==> config.mk <==
export PLATFORM = sky130hd
export DESIGN_NAME = board_ctrl_top
export DESIGN_NICKNAME = d
export VERILOG_FILES = /design/src/logic/board_cfg_pkg.sv /design/src/logic/regbus_pkg.sv /design/src/logic/reg_if.sv /design/src/logic/tick_timer.sv /design/src/logic/fan_pwm.sv /design/src/logic/reg_access_fsm.sv /design/src/logic/board_regs.sv /design/src/logic/board_ctrl_top.sv
export SDC_FILE = /design/constraint.sdc
export NUM_CORES = 1
export LEC_CHECK = 0
export ABC_AREA = 1
export BUFFER_PORTS_ARGS = -buffer_cell sky130_fd_sc_hd__buf_4
export CAP_MARGIN = 25
export CORE_MARGIN = 3
export CORE_UTILIZATION = 30
export DETAILED_ROUTE_END_ITERATION = 7
export PLACE_DENSITY = 0.52
export SLEW_MARGIN = 20
export SYNTH_ARGS = -nofsm -noshare
export SYNTH_HDL_FRONTEND = slang
export SYNTH_SLANG_ARGS = --single-unit
==> constraint.sdc <==
create_clock -name soc_clk -period 5.45 [get_ports soc_clk]
set_clock_uncertainty 0.15 [all_clocks]
set_input_delay 0.2725 -clock soc_clk [delete_from_list [all_inputs] [get_ports soc_clk]]
set_output_delay 0.2725 -clock soc_clk [all_outputs]
set_load 0.05 [all_outputs]
==> src/logic/board_cfg_pkg.sv <==
package board_cfg_pkg;

  //////////////////////////////////////////////////
  // Register bus widths
  //////////////////////////////////////////////////

  // Byte address of one register
  localparam int unsigned RegAddrW = 8;

  // Data word of the register bus
  localparam int unsigned RegDataW = 32;

  //////////////////////////////////////////////////
  // Board timing and fan
  //////////////////////////////////////////////////

  // Duty setting from the board switches, one PWM period is 2**FanDutyW steps
  localparam int unsigned FanDutyW = 4;

  // 50 MHz soc_clk divided down to a 1 MHz RTC
  localparam int unsigned DefRtcDiv = 50;

  // soc_clk cycles per PWM step
  localparam int unsigned DefPwmPrescale = 4;

endpackage

==> src/logic/regbus_pkg.sv <==
package regbus_pkg;

  //////////////////////////////////////////////////
  // Opcodes and register map
  //////////////////////////////////////////////////

  typedef enum logic {
    REG_READ  = 1'b0,
    REG_WRITE = 1'b1
  } reg_op_e;

  // Word aligned register offsets
  typedef enum logic [board_cfg_pkg::RegAddrW-1:0] {
    REG_SCRATCH = 8'h00,
    REG_FAN_OVR = 8'h04,
    REG_UPTIME  = 8'h08,
    REG_ID      = 8'h0C
  } reg_addr_e;

  //////////////////////////////////////////////////
  // Fixed response words
  //////////////////////////////////////////////////

  // Returned on unmapped or illegal accesses
  localparam logic [board_cfg_pkg::RegDataW-1:0] ErrVal = 32'hBADCAB1E;

  localparam logic [board_cfg_pkg::RegDataW-1:0] ChipId = 32'h0B0A2D01;

endpackage

==> src/logic/reg_if.sv <==
interface reg_if;

  // Request side, driven by the access FSM
  logic                                access;
  regbus_pkg::reg_op_e                 op;
  logic [board_cfg_pkg::RegAddrW-1:0]  addr;
  logic [board_cfg_pkg::RegDataW-1:0]  wdata;

  // Response side, registered in the bank and held until the next access
  logic [board_cfg_pkg::RegDataW-1:0]  rdata;
  logic                                error;

  modport ctrl (
    output access, op, addr, wdata,
    input  rdata, error
  );

  modport bank (
    input  access, op, addr, wdata,
    output rdata, error
  );

endinterface

==> src/logic/tick_timer.sv <==
module tick_timer #(
  parameter int unsigned RtcDiv      = 50,
  parameter int unsigned PwmPrescale = 4
) (
  input  logic soc_clk,
  input  logic rst_n,
  output logic rtc_o,
  output logic us_tick_o,
  output logic pwm_step_o
);

  // RTC level toggles every half period
  localparam int unsigned RtcHalf = RtcDiv / 2;
  localparam int unsigned RtcCntW = $clog2(RtcHalf + 1);
  localparam int unsigned PwmCntW = $clog2(PwmPrescale + 1);

  logic [RtcCntW-1:0] rtc_cnt_q;
  logic [PwmCntW-1:0] pwm_cnt_q;
  logic               rtc_wrap;
  logic               pwm_wrap;

  assign rtc_wrap = (rtc_cnt_q == RtcCntW'(RtcHalf - 1));
  assign pwm_wrap = (pwm_cnt_q == PwmCntW'(PwmPrescale - 1));

  //////////////////////////////////////////////////
  // RTC divider
  //////////////////////////////////////////////////

  always_ff @(posedge soc_clk or negedge rst_n) begin
    if (!rst_n) begin
      rtc_cnt_q <= '0;
      rtc_o     <= 1'b0;
      us_tick_o <= 1'b0;
    end else begin
      rtc_cnt_q <= rtc_wrap ? '0 : rtc_cnt_q + 1'b1;
      if (rtc_wrap) begin
        rtc_o <= ~rtc_o;
      end
      // One pulse per RTC period, aligned with the rising level
      us_tick_o <= rtc_wrap & ~rtc_o;
    end
  end

  //////////////////////////////////////////////////
  // PWM prescaler
  //////////////////////////////////////////////////

  always_ff @(posedge soc_clk or negedge rst_n) begin
    if (!rst_n) begin
      pwm_cnt_q  <= '0;
      pwm_step_o <= 1'b0;
    end else begin
      pwm_cnt_q  <= pwm_wrap ? '0 : pwm_cnt_q + 1'b1;
      pwm_step_o <= pwm_wrap;
    end
  end

endmodule

==> src/logic/fan_pwm.sv <==
module fan_pwm (
  input  logic                               soc_clk,
  input  logic                               rst_n,
  input  logic                               pwm_step_i,
  input  logic [board_cfg_pkg::FanDutyW-1:0] fan_sw_i,
  input  logic                               ovr_en_i,
  input  logic [board_cfg_pkg::FanDutyW-1:0] ovr_duty_i,
  output logic                               fan_pwm_o
);

  logic [board_cfg_pkg::FanDutyW-1:0] step_cnt_q;
  logic [board_cfg_pkg::FanDutyW-1:0] duty_q;
  logic [board_cfg_pkg::FanDutyW-1:0] duty_eff;
  logic                               period_end;

  // Register override wins over the switches
  assign duty_eff   = ovr_en_i ? ovr_duty_i : fan_sw_i;
  assign period_end = pwm_step_i & (&step_cnt_q);

  always_ff @(posedge soc_clk or negedge rst_n) begin
    if (!rst_n) begin
      step_cnt_q <= '0;
      duty_q     <= '0;
    end else begin
      if (pwm_step_i) begin
        step_cnt_q <= step_cnt_q + 1'b1;
      end
      // New duty only takes effect at a period start
      if (period_end) begin
        duty_q <= duty_eff;
      end
    end
  end

  // Glitch free output
  always_ff @(posedge soc_clk or negedge rst_n) begin
    if (!rst_n) begin
      fan_pwm_o <= 1'b0;
    end else begin
      fan_pwm_o <= (step_cnt_q < duty_q);
    end
  end

endmodule

==> src/logic/reg_access_fsm.sv <==
module reg_access_fsm (
  input  logic                               soc_clk,
  input  logic                               rst_n,
  input  logic                               valid_i,
  input  regbus_pkg::reg_op_e                op_i,
  input  logic [board_cfg_pkg::RegAddrW-1:0] addr_i,
  input  logic [board_cfg_pkg::RegDataW-1:0] wdata_i,
  output logic                               rsp_valid_o,
  output logic [board_cfg_pkg::RegDataW-1:0] rdata_o,
  output logic                               error_o,
  output logic                               busy_o,
  reg_if.ctrl                                bus
);

  typedef enum logic [1:0] {
    IDLE,
    ACCESS,
    RESPOND
  } state_e;

  state_e state_q;
  state_e state_d;

  regbus_pkg::reg_op_e                op_q;
  logic [board_cfg_pkg::RegAddrW-1:0] addr_q;
  logic [board_cfg_pkg::RegDataW-1:0] wdata_q;

  //////////////////////////////////////////////////
  // State machine
  //////////////////////////////////////////////////

  always_comb begin
    state_d = state_q;
    unique case (state_q)
      IDLE: begin
        if (valid_i) begin
          state_d = ACCESS;
        end
      end
      ACCESS:  state_d = RESPOND;
      RESPOND: state_d = IDLE;
      default: state_d = IDLE;
    endcase
  end

  always_ff @(posedge soc_clk or negedge rst_n) begin
    if (!rst_n) begin
      state_q <= IDLE;
    end else begin
      state_q <= state_d;
    end
  end

  // Request capture, held through the access
  always_ff @(posedge soc_clk) begin
    if (state_q == IDLE && valid_i) begin
      op_q    <= op_i;
      addr_q  <= addr_i;
      wdata_q <= wdata_i;
    end
  end

  //////////////////////////////////////////////////
  // Bank side and response
  //////////////////////////////////////////////////

  assign bus.access = (state_q == ACCESS);
  assign bus.op     = op_q;
  assign bus.addr   = addr_q;
  assign bus.wdata  = wdata_q;

  // Requests seen while busy are dropped
  assign busy_o      = (state_q != IDLE);
  assign rsp_valid_o = (state_q == RESPOND);
  assign rdata_o     = bus.rdata;
  assign error_o     = bus.error;

endmodule

==> src/logic/board_regs.sv <==
module board_regs (
  input  logic                               soc_clk,
  input  logic                               rst_n,
  input  logic                               us_tick_i,
  reg_if.bank                                bus,
  output logic                               fan_ovr_en_o,
  output logic [board_cfg_pkg::FanDutyW-1:0] fan_ovr_duty_o
);

  localparam int unsigned DataW = board_cfg_pkg::RegDataW;
  localparam int unsigned DutyW = board_cfg_pkg::FanDutyW;

  logic [DataW-1:0] scratch_q;
  logic [DataW-1:0] uptime_q;
  logic [DataW-1:0] rd_val;
  logic             rd_err;
  logic             wr_scratch;
  logic             wr_fan;
  logic             is_write;

  assign is_write = (bus.op == regbus_pkg::REG_WRITE);

  //////////////////////////////////////////////////
  // Address decode
  //////////////////////////////////////////////////

  always_comb begin
    rd_val     = regbus_pkg::ErrVal;
    rd_err     = 1'b0;
    wr_scratch = 1'b0;
    wr_fan     = 1'b0;
    case (bus.addr)
      regbus_pkg::REG_SCRATCH: begin
        rd_val     = scratch_q;
        wr_scratch = is_write;
      end
      regbus_pkg::REG_FAN_OVR: begin
        rd_val = DataW'({fan_ovr_en_o, fan_ovr_duty_o});
        wr_fan = is_write;
      end
      regbus_pkg::REG_UPTIME: rd_val = uptime_q;
      regbus_pkg::REG_ID:     rd_val = regbus_pkg::ChipId;
      default:                rd_err = 1'b1;
    endcase
    // Read-only registers reject writes
    if (is_write && (bus.addr == regbus_pkg::REG_UPTIME || bus.addr == regbus_pkg::REG_ID)) begin
      rd_err = 1'b1;
    end
    if (rd_err) begin
      rd_val = regbus_pkg::ErrVal;
    end
  end

  //////////////////////////////////////////////////
  // Register state
  //////////////////////////////////////////////////

  always_ff @(posedge soc_clk or negedge rst_n) begin
    if (!rst_n) begin
      scratch_q      <= '0;
      fan_ovr_en_o   <= 1'b0;
      fan_ovr_duty_o <= '0;
      uptime_q       <= '0;
      bus.error      <= 1'b0;
    end else begin
      if (bus.access && wr_scratch) begin
        scratch_q <= bus.wdata;
      end
      if (bus.access && wr_fan) begin
        fan_ovr_en_o   <= bus.wdata[DutyW];
        fan_ovr_duty_o <= bus.wdata[DutyW-1:0];
      end
      if (us_tick_i) begin
        uptime_q <= uptime_q + 1'b1;
      end
      if (bus.access) begin
        bus.error <= rd_err;
      end
    end
  end

  // Read data held until the next access
  always_ff @(posedge soc_clk) begin
    if (bus.access) begin
      bus.rdata <= rd_val;
    end
  end

endmodule

==> src/logic/board_ctrl_top.sv <==
module board_ctrl_top #(
  parameter int unsigned RtcDiv      = board_cfg_pkg::DefRtcDiv,
  parameter int unsigned PwmPrescale = board_cfg_pkg::DefPwmPrescale
) (
  input  logic                               soc_clk,
  input  logic                               rst_n,
  input  logic [board_cfg_pkg::FanDutyW-1:0] fan_sw_i,
  output logic                               fan_pwm_o,
  output logic                               rtc_o,
  input  logic                               reg_valid_i,
  input  regbus_pkg::reg_op_e                reg_op_i,
  input  logic [board_cfg_pkg::RegAddrW-1:0] reg_addr_i,
  input  logic [board_cfg_pkg::RegDataW-1:0] reg_wdata_i,
  output logic                               reg_rsp_valid_o,
  output logic [board_cfg_pkg::RegDataW-1:0] reg_rdata_o,
  output logic                               reg_error_o,
  output logic                               reg_busy_o
);

  logic                               us_tick;
  logic                               pwm_step;
  logic                               fan_ovr_en;
  logic [board_cfg_pkg::FanDutyW-1:0] fan_ovr_duty;

  reg_if bank_bus ();

  //////////////////////////////////////////////////
  // Timing and fan
  //////////////////////////////////////////////////

  tick_timer #(
    .RtcDiv      ( RtcDiv      ),
    .PwmPrescale ( PwmPrescale )
  ) u_tick_timer (
    .soc_clk    ( soc_clk  ),
    .rst_n      ( rst_n    ),
    .rtc_o      ( rtc_o    ),
    .us_tick_o  ( us_tick  ),
    .pwm_step_o ( pwm_step )
  );

  fan_pwm u_fan_pwm (
    .soc_clk    ( soc_clk      ),
    .rst_n      ( rst_n        ),
    .pwm_step_i ( pwm_step     ),
    .fan_sw_i   ( fan_sw_i     ),
    .ovr_en_i   ( fan_ovr_en   ),
    .ovr_duty_i ( fan_ovr_duty ),
    .fan_pwm_o  ( fan_pwm_o    )
  );

  //////////////////////////////////////////////////
  // Register access
  //////////////////////////////////////////////////

  reg_access_fsm u_reg_access_fsm (
    .soc_clk     ( soc_clk         ),
    .rst_n       ( rst_n           ),
    .valid_i     ( reg_valid_i     ),
    .op_i        ( reg_op_i        ),
    .addr_i      ( reg_addr_i      ),
    .wdata_i     ( reg_wdata_i     ),
    .rsp_valid_o ( reg_rsp_valid_o ),
    .rdata_o     ( reg_rdata_o     ),
    .error_o     ( reg_error_o     ),
    .busy_o      ( reg_busy_o      ),
    .bus         ( bank_bus        )
  );

  board_regs u_board_regs (
    .soc_clk        ( soc_clk      ),
    .rst_n          ( rst_n        ),
    .us_tick_i      ( us_tick      ),
    .bus            ( bank_bus     ),
    .fan_ovr_en_o   ( fan_ovr_en   ),
    .fan_ovr_duty_o ( fan_ovr_duty )
  );

endmodule

-- Yosys cells after proc, flatten, opt, wreduce, memory -nomap -nowiden
Cells that the tools add are included.
- register bits: 165
- input bits: 48
- add/subtract/negate cells: 4
- $lt $le $gt $ge: 1
- equality and inequality tests: 8
- muxes and demuxes: 10
- bitwise logic cells: 3
- reduce and logical (&&, ||, !) cells: 10
- operators with widths (cell ; number):
    $pmux 32 s4 ; 1
    $add 32x1->32 const B ; 1
    $eq 8x4->1 const B ; 2
    $eq 8x3->1 const B ; 1
    $logic_not 8->1 ; 1
    $add 5x1->5 const B ; 1
    $eq 5x5->1 const B ; 1
    $mux 5 ; 1
    $add 4x1->4 const B ; 1
    $logic_and 1x1->1 ; 4
    $lt 4x4->1 ; 1
    $mux 1 ; 4
    $mux 4 ; 1
    $pmux 2 s2 ; 1
    $reduce_and 4->1 ; 1
    $reduce_or 4->1 ; 1
    $add 3x1->3 const B ; 1
    $eq 3x2->1 const B ; 1
    $mux 3 ; 1
    $and 1x1->1 ; 2
    $eq 2x1->1 const B ; 1
    $eq 2x2->1 const B ; 1
    $logic_not 2->1 ; 1
    $mux 2 ; 1
    4 further kinds ; 4

-- Longest topological paths before layout
- word-level depth: 4
- depth in mapped cells: 9
- gate-level depth less buffers: 9

-- Cells and area by module
Synthesis repeated with hierarchy kept, for this count alone.
- cells, all modules: 751
- area, all modules: 7404.6 um^2
- by module, submodules not included (module ; times used ; cells an instance ; area an instance (um^2)):
    board_regs ; 1 ; 558 ; 4883.4
    reg_access_fsm ; 1 ; 85 ; 1565.3
    fan_pwm ; 1 ; 61 ; 498.0
    tick_timer ; 1 ; 47 ; 457.9

-- Worst setup path after synthesis
No wires, ideal clock.
- path kind: register -> register
- start point: reg u_reg_access_fsm.state_q[0]
- end point: reg u_reg_access_fsm.addr_q (netlist bit u_reg_access_fsm.bus.addr[0]), enable pin
- setup time: 439 ps
- data arrival time: 2639 ps
- slack: 2222 ps
- stages on the path, launching flop included: 4
- buffers on the path: 0
- path through: dfrtp_1 inv_1 nand2_1 nor2_1
- cells in the longest elaborated chain, start to end: 2
- RTL lines (what ; line ; source):
    start, declared ; reg_access_fsm.sv:21 ; state_e state_q;
    start signal, assigned ; reg_access_fsm.sv:50 ; state_q <= state_d;
    $logic_not 2->1 ; reg_access_fsm.sv:56 ; if (state_q == IDLE && valid_i) begin
    $logic_and 1x1->1 ; reg_access_fsm.sv:56 ;
    end signal, assigned ; reg_access_fsm.sv:58 ; addr_q <= addr_i;
    end, declared ; reg_access_fsm.sv:25 ; logic [board_cfg_pkg::RegAddrW-1:0] addr_q;
No other way between the ends.
A chain may end at the register's enable or synchronous reset.

-- Worst setup path in the final report
- start point: reg u_reg_access_fsm.state_q[1]
- end point: reg u_board_regs.scratch_q[0]
- cells in the longest elaborated chain, start to end: 2
- RTL lines (what ; line ; source):
    $eq 2x1->1 ; reg_access_fsm.sv:67 ; assign bus.access = (state_q == ACCESS);
    $logic_and 1x1->1 ; board_regs.sv:66 ; if (bus.access && wr_scratch) begin
    end signal, assigned ; board_regs.sv:67 ; scratch_q <= bus.wdata;
    end, declared ; board_regs.sv:13 ; logic [DataW-1:0] scratch_q;
No other way between the ends.

==> results.py <==
metrics = {
    "detailed_routing": {
        "drt_iter0_markers": 367,
        "antenna_left": 0,
        "vias": 4917,
        "firstDrtPassIters": 4,
        "drc": 0,
        "wl_per_cell_um": 13.84,
        "vias_per_cell": 4.325,
        "drt-total-wl_um": 15740,
    },
    "logic_synthesis": {
        "yosys-top-cells-count": "190 x nand2_1, 92 x dfrtp_1, 73 x edfxtp_1",
        "syn_inst": 676,
        "ys_ff_latch": 165,
        "synth_edf_count": 73,
        "synth_largest_area_cell": "dfrtp_1",
        "synthSimpleGateAreaFrac_pct": 21.21,
        "synth_top_family_by_area": "simple AND/OR/NAND/NOR gates",
        "synth.most_common_cell": "nand2_1",
        "synth-adder-area-share_pct": 1.425,
        "synth_fp_nets": 732,
        "syn_area_um2": 7027,
        "avgSynthCellArea_um2": 10.39,
        "synth_top_area_share_pct": 32.76,
        "synth-compound-area-share_pct": 4.523,
        "synth_warnings": 0,
        "synth_seq_area_share_pct": 63.96,
        "ys.flop_type": "dfrtp_1",
        "yosys-mux-area-fraction_pct": 0,
        "synthTopCellsByArea": "dfrtp_1 33%, edfxtp_1 31%, nand2_1 10%",
        "synth-xor-area-share_pct": 3.490,
        "synth.distinct_cells": 35,
        "async_flop_share_pct": 55.76,
    },
    "cts": {
        "clk_latency_ns": 0.43,
        "cts_buffers": 17,
        "path_clk_slew_ns": 0.06,
        "clk_path_buf_depth": 2,
        "cts_resized": 0,
        "cts.sinks": 165,
        "htreeDepth": 4,
        "cts_tree": "done",
        "cts-root-buf": "clkbuf_16",
    },
    "worst_setup_path": {
        "crit_fanout": 37,
        "cp_data_required_time_ns": 5.63,
        "rrSetupSlack_ns": 2.86,
        "cp.arrival_ns": 2.77,
        "cp-end-kind": "register",
        "cp-start-kind": "register",
        "critPathKind": "register to register",
    },
    "timing": {
        "hold_viol_final": 0,
        "slew_headroom_pct": 31.68,
        "tightest_slew_ns": 1.022,
        "finalMaxSlewViolations": 0,
        "period_share_pct": 47.49,
        "fin_crit_ns": 2.588,
        "rsz0062_at_grt": "false",
        "fin_setup_tns_ns": 0,
        "fin_ws_ns": 2.862,
        "max_clock_freq_mhz": 386.4,
        "finalSetupViolCount": 0,
    },
    "layout": {
        "layout.nets": 867,
        "drive_above_1_share_pct": 17.84,
        "area_delta_synth_final_pct": 28.56,
        "fillers": 2288,
        "diodes": 0,
    },
    "floorplan": {
        "coreArea_um2": 22850,
        "initial_core_util_pct": 30.76,
        "top_level_ports": 85,
        "die-area_um2": 25300,
        "dieHeight_um": 159.0,
        "row_count": 55,
        "die_w_um": 159.0,
    },
    "global_routing": {
        "gr-usage-all-layers_pct": 13.04,
        "antenna_found_initial": 0,
        "grt_first_pass_wirelength_um": 26410,
        "grt_max_degree": 61,
        "gr-total-overflow": 0,
        "grt_pass1_vias": 5056,
    },
    "power_and_ir_drop": {
        "max-vdd-ir-drop_v": 0.0002150,
        "leakage_nw": 3.817,
        "p_per_area_nw_per_um2": 307.9,
        "power_mw": 2.782,
    },
    "place": {
        "pre_cts_slack_ns": 2.845,
        "portBuffers": 84,
        "dp_hpwl_um": 11030,
        "place_congestion": 0.8239,
    },
    "min_path": {
        "min_path_type": "input pin to asynchronous set/reset pin",
    },
    "run_status": {
        "status": "complete, no violations",
    },
    "run": {
        "max_cap_viol_count": 0,
    },
}
-- registers in the layout, indices dropped and copies added, names as in the netlist, 4 cells and up --
signal	flops
u_reg_access_fsm.bus.wdata	32
u_board_regs.bus.rdata	32
u_reg_access_fsm.bus.addr	8
u_board_regs.fan_ovr_duty_o	4
u_board_regs.uptime_q	32
u_board_regs.scratch_q	32
u_fan_pwm.duty_q	4
u_tick_timer.rtc_cnt_q	5
u_fan_pwm.step_cnt_q	4
-- metrics by stage --
step / hold slack (ns) / instances / utilization, % / instance area, µm²
finish: 0.1985 / 1137 / 39.54 / 9034
detailed placement: 0.1286 / 1058 / 34.91 / 7976
floorplan: -0.1731 / 676 / - / 7027
CTS: 0.2187 / 1137 / 39.54 / 9034
global route: 0.2632 / 1137 / 39.54 / 9034
global placement: 0.1350 / 1057 / 34.82 / 7956
-- final timing paths --
| kind | depth (start not counted) | to | startpoint |
|---|---|---|---|
| worst max-delay path | 5 | u_board_regs.scratch_q[0]$_DFFE_PN0P_ | u_reg_access_fsm.state_q[1]$_DFFE_PN0P_ |
| worst min-delay path | 2 | u_tick_timer.rtc_cnt_q[3]$_DFF_PN0_ | rst_n |
| worst max register to register | 5 | u_board_regs.scratch_q[0]$_DFFE_PN0P_ | u_reg_access_fsm.state_q[1]$_DFFE_PN0P_ |
| worst min register to register | 1 | u_tick_timer.pwm_cnt_q[0]$_DFF_PN0_ | u_tick_timer.pwm_cnt_q[0]$_DFF_PN0_ |
| max in group asynchronous | 3 | u_board_regs.scratch_q[0]$_DFFE_PN0P_ | rst_n |
| min in group soc_clk | 1 | u_tick_timer.pwm_cnt_q[0]$_DFF_PN0_ | u_tick_timer.pwm_cnt_q[0]$_DFF_PN0_ |
-- kinds of logic (layout without fill, tap and decap cells) --
family,Yosys count,in the layout
AOI/OAI and AO/OA,52,52
xor gates and xnor gates,28,28
adders and majority gates,8,8
buffers and inverters,86,234
DFF,165,165
and+or+nand+nor,337,337
-- per-layer routing --
layer / wire length (µm) / track usage [%]
met4: 282 / 4.895
met3: 413 / 2.445
met5: 0 / 0
met1: 7660 / 18.18
met2: 7381 / 20.28
-- worst max-delay path, stage by stage (launching register included) --
cell and delay [ns]:
dfrtp_1 0.41, nor2_4 0.80, inv_1 0.20, nor2_2 0.17
nand2_2 0.42, o21ai_0 0.32
-- repair_timing --
action | 4_1_cts | 5_1_grt
hold buffers | 47 | 0
setup buffers | 0 | 0
endpoints found under the hold margin | 84 | 0
-- area by class of cell --
type                    instances  area, µm²  share of cell area (%)
inverters                      67      251.5                   2.784
clock buffers                  23      467.9                   5.180
multi-input cells             425       2166                   23.98
repair buffers                135       1144                   12.66
well taps                     313      391.6                   4.335
flip-flops and latches        165       4494                   49.75
clock inverters                 9      118.9                   1.316
-- power breakdown --
| group | internal (mW) | switching, mW |
|---|---|---|
| Sequential | 1.36 | 0.0194 |
| Combinational | 0.0746 | 0.132 |
| Clock | 0.706 | 0.492 |
| Total | 2.14 | 0.643 |
-- layout by cell type (no fill, tap or decap), drive strengths merged --
cell type | Yosys | routed
bufinv | 0 | 2
inv | 67 | 70
o21bai | 1 | 1
clkinv | 0 | 4
o211ai | 5 | 5
nand2 | 193 | 193
o21ai | 24 | 24
xor2 | 17 | 17
and3 | 1 | 1
dfrtp | 92 | 92
ha | 8 | 8
nor2 | 53 | 53
xnor2 | 11 | 11
a21o | 1 | 1
nor3 | 7 | 7
clkbuf | 0 | 23
dlygate4sd3 | 0 | 47
and2 | 1 | 1
edfxtp | 73 | 73
nand3b | 2 | 2
nand3 | 66 | 66
a211oi | 1 | 1
a21oi | 20 | 20
nand4 | 14 | 14
buf | 19 | 88
No activity file was read; power rests on OpenSTA's default activity.
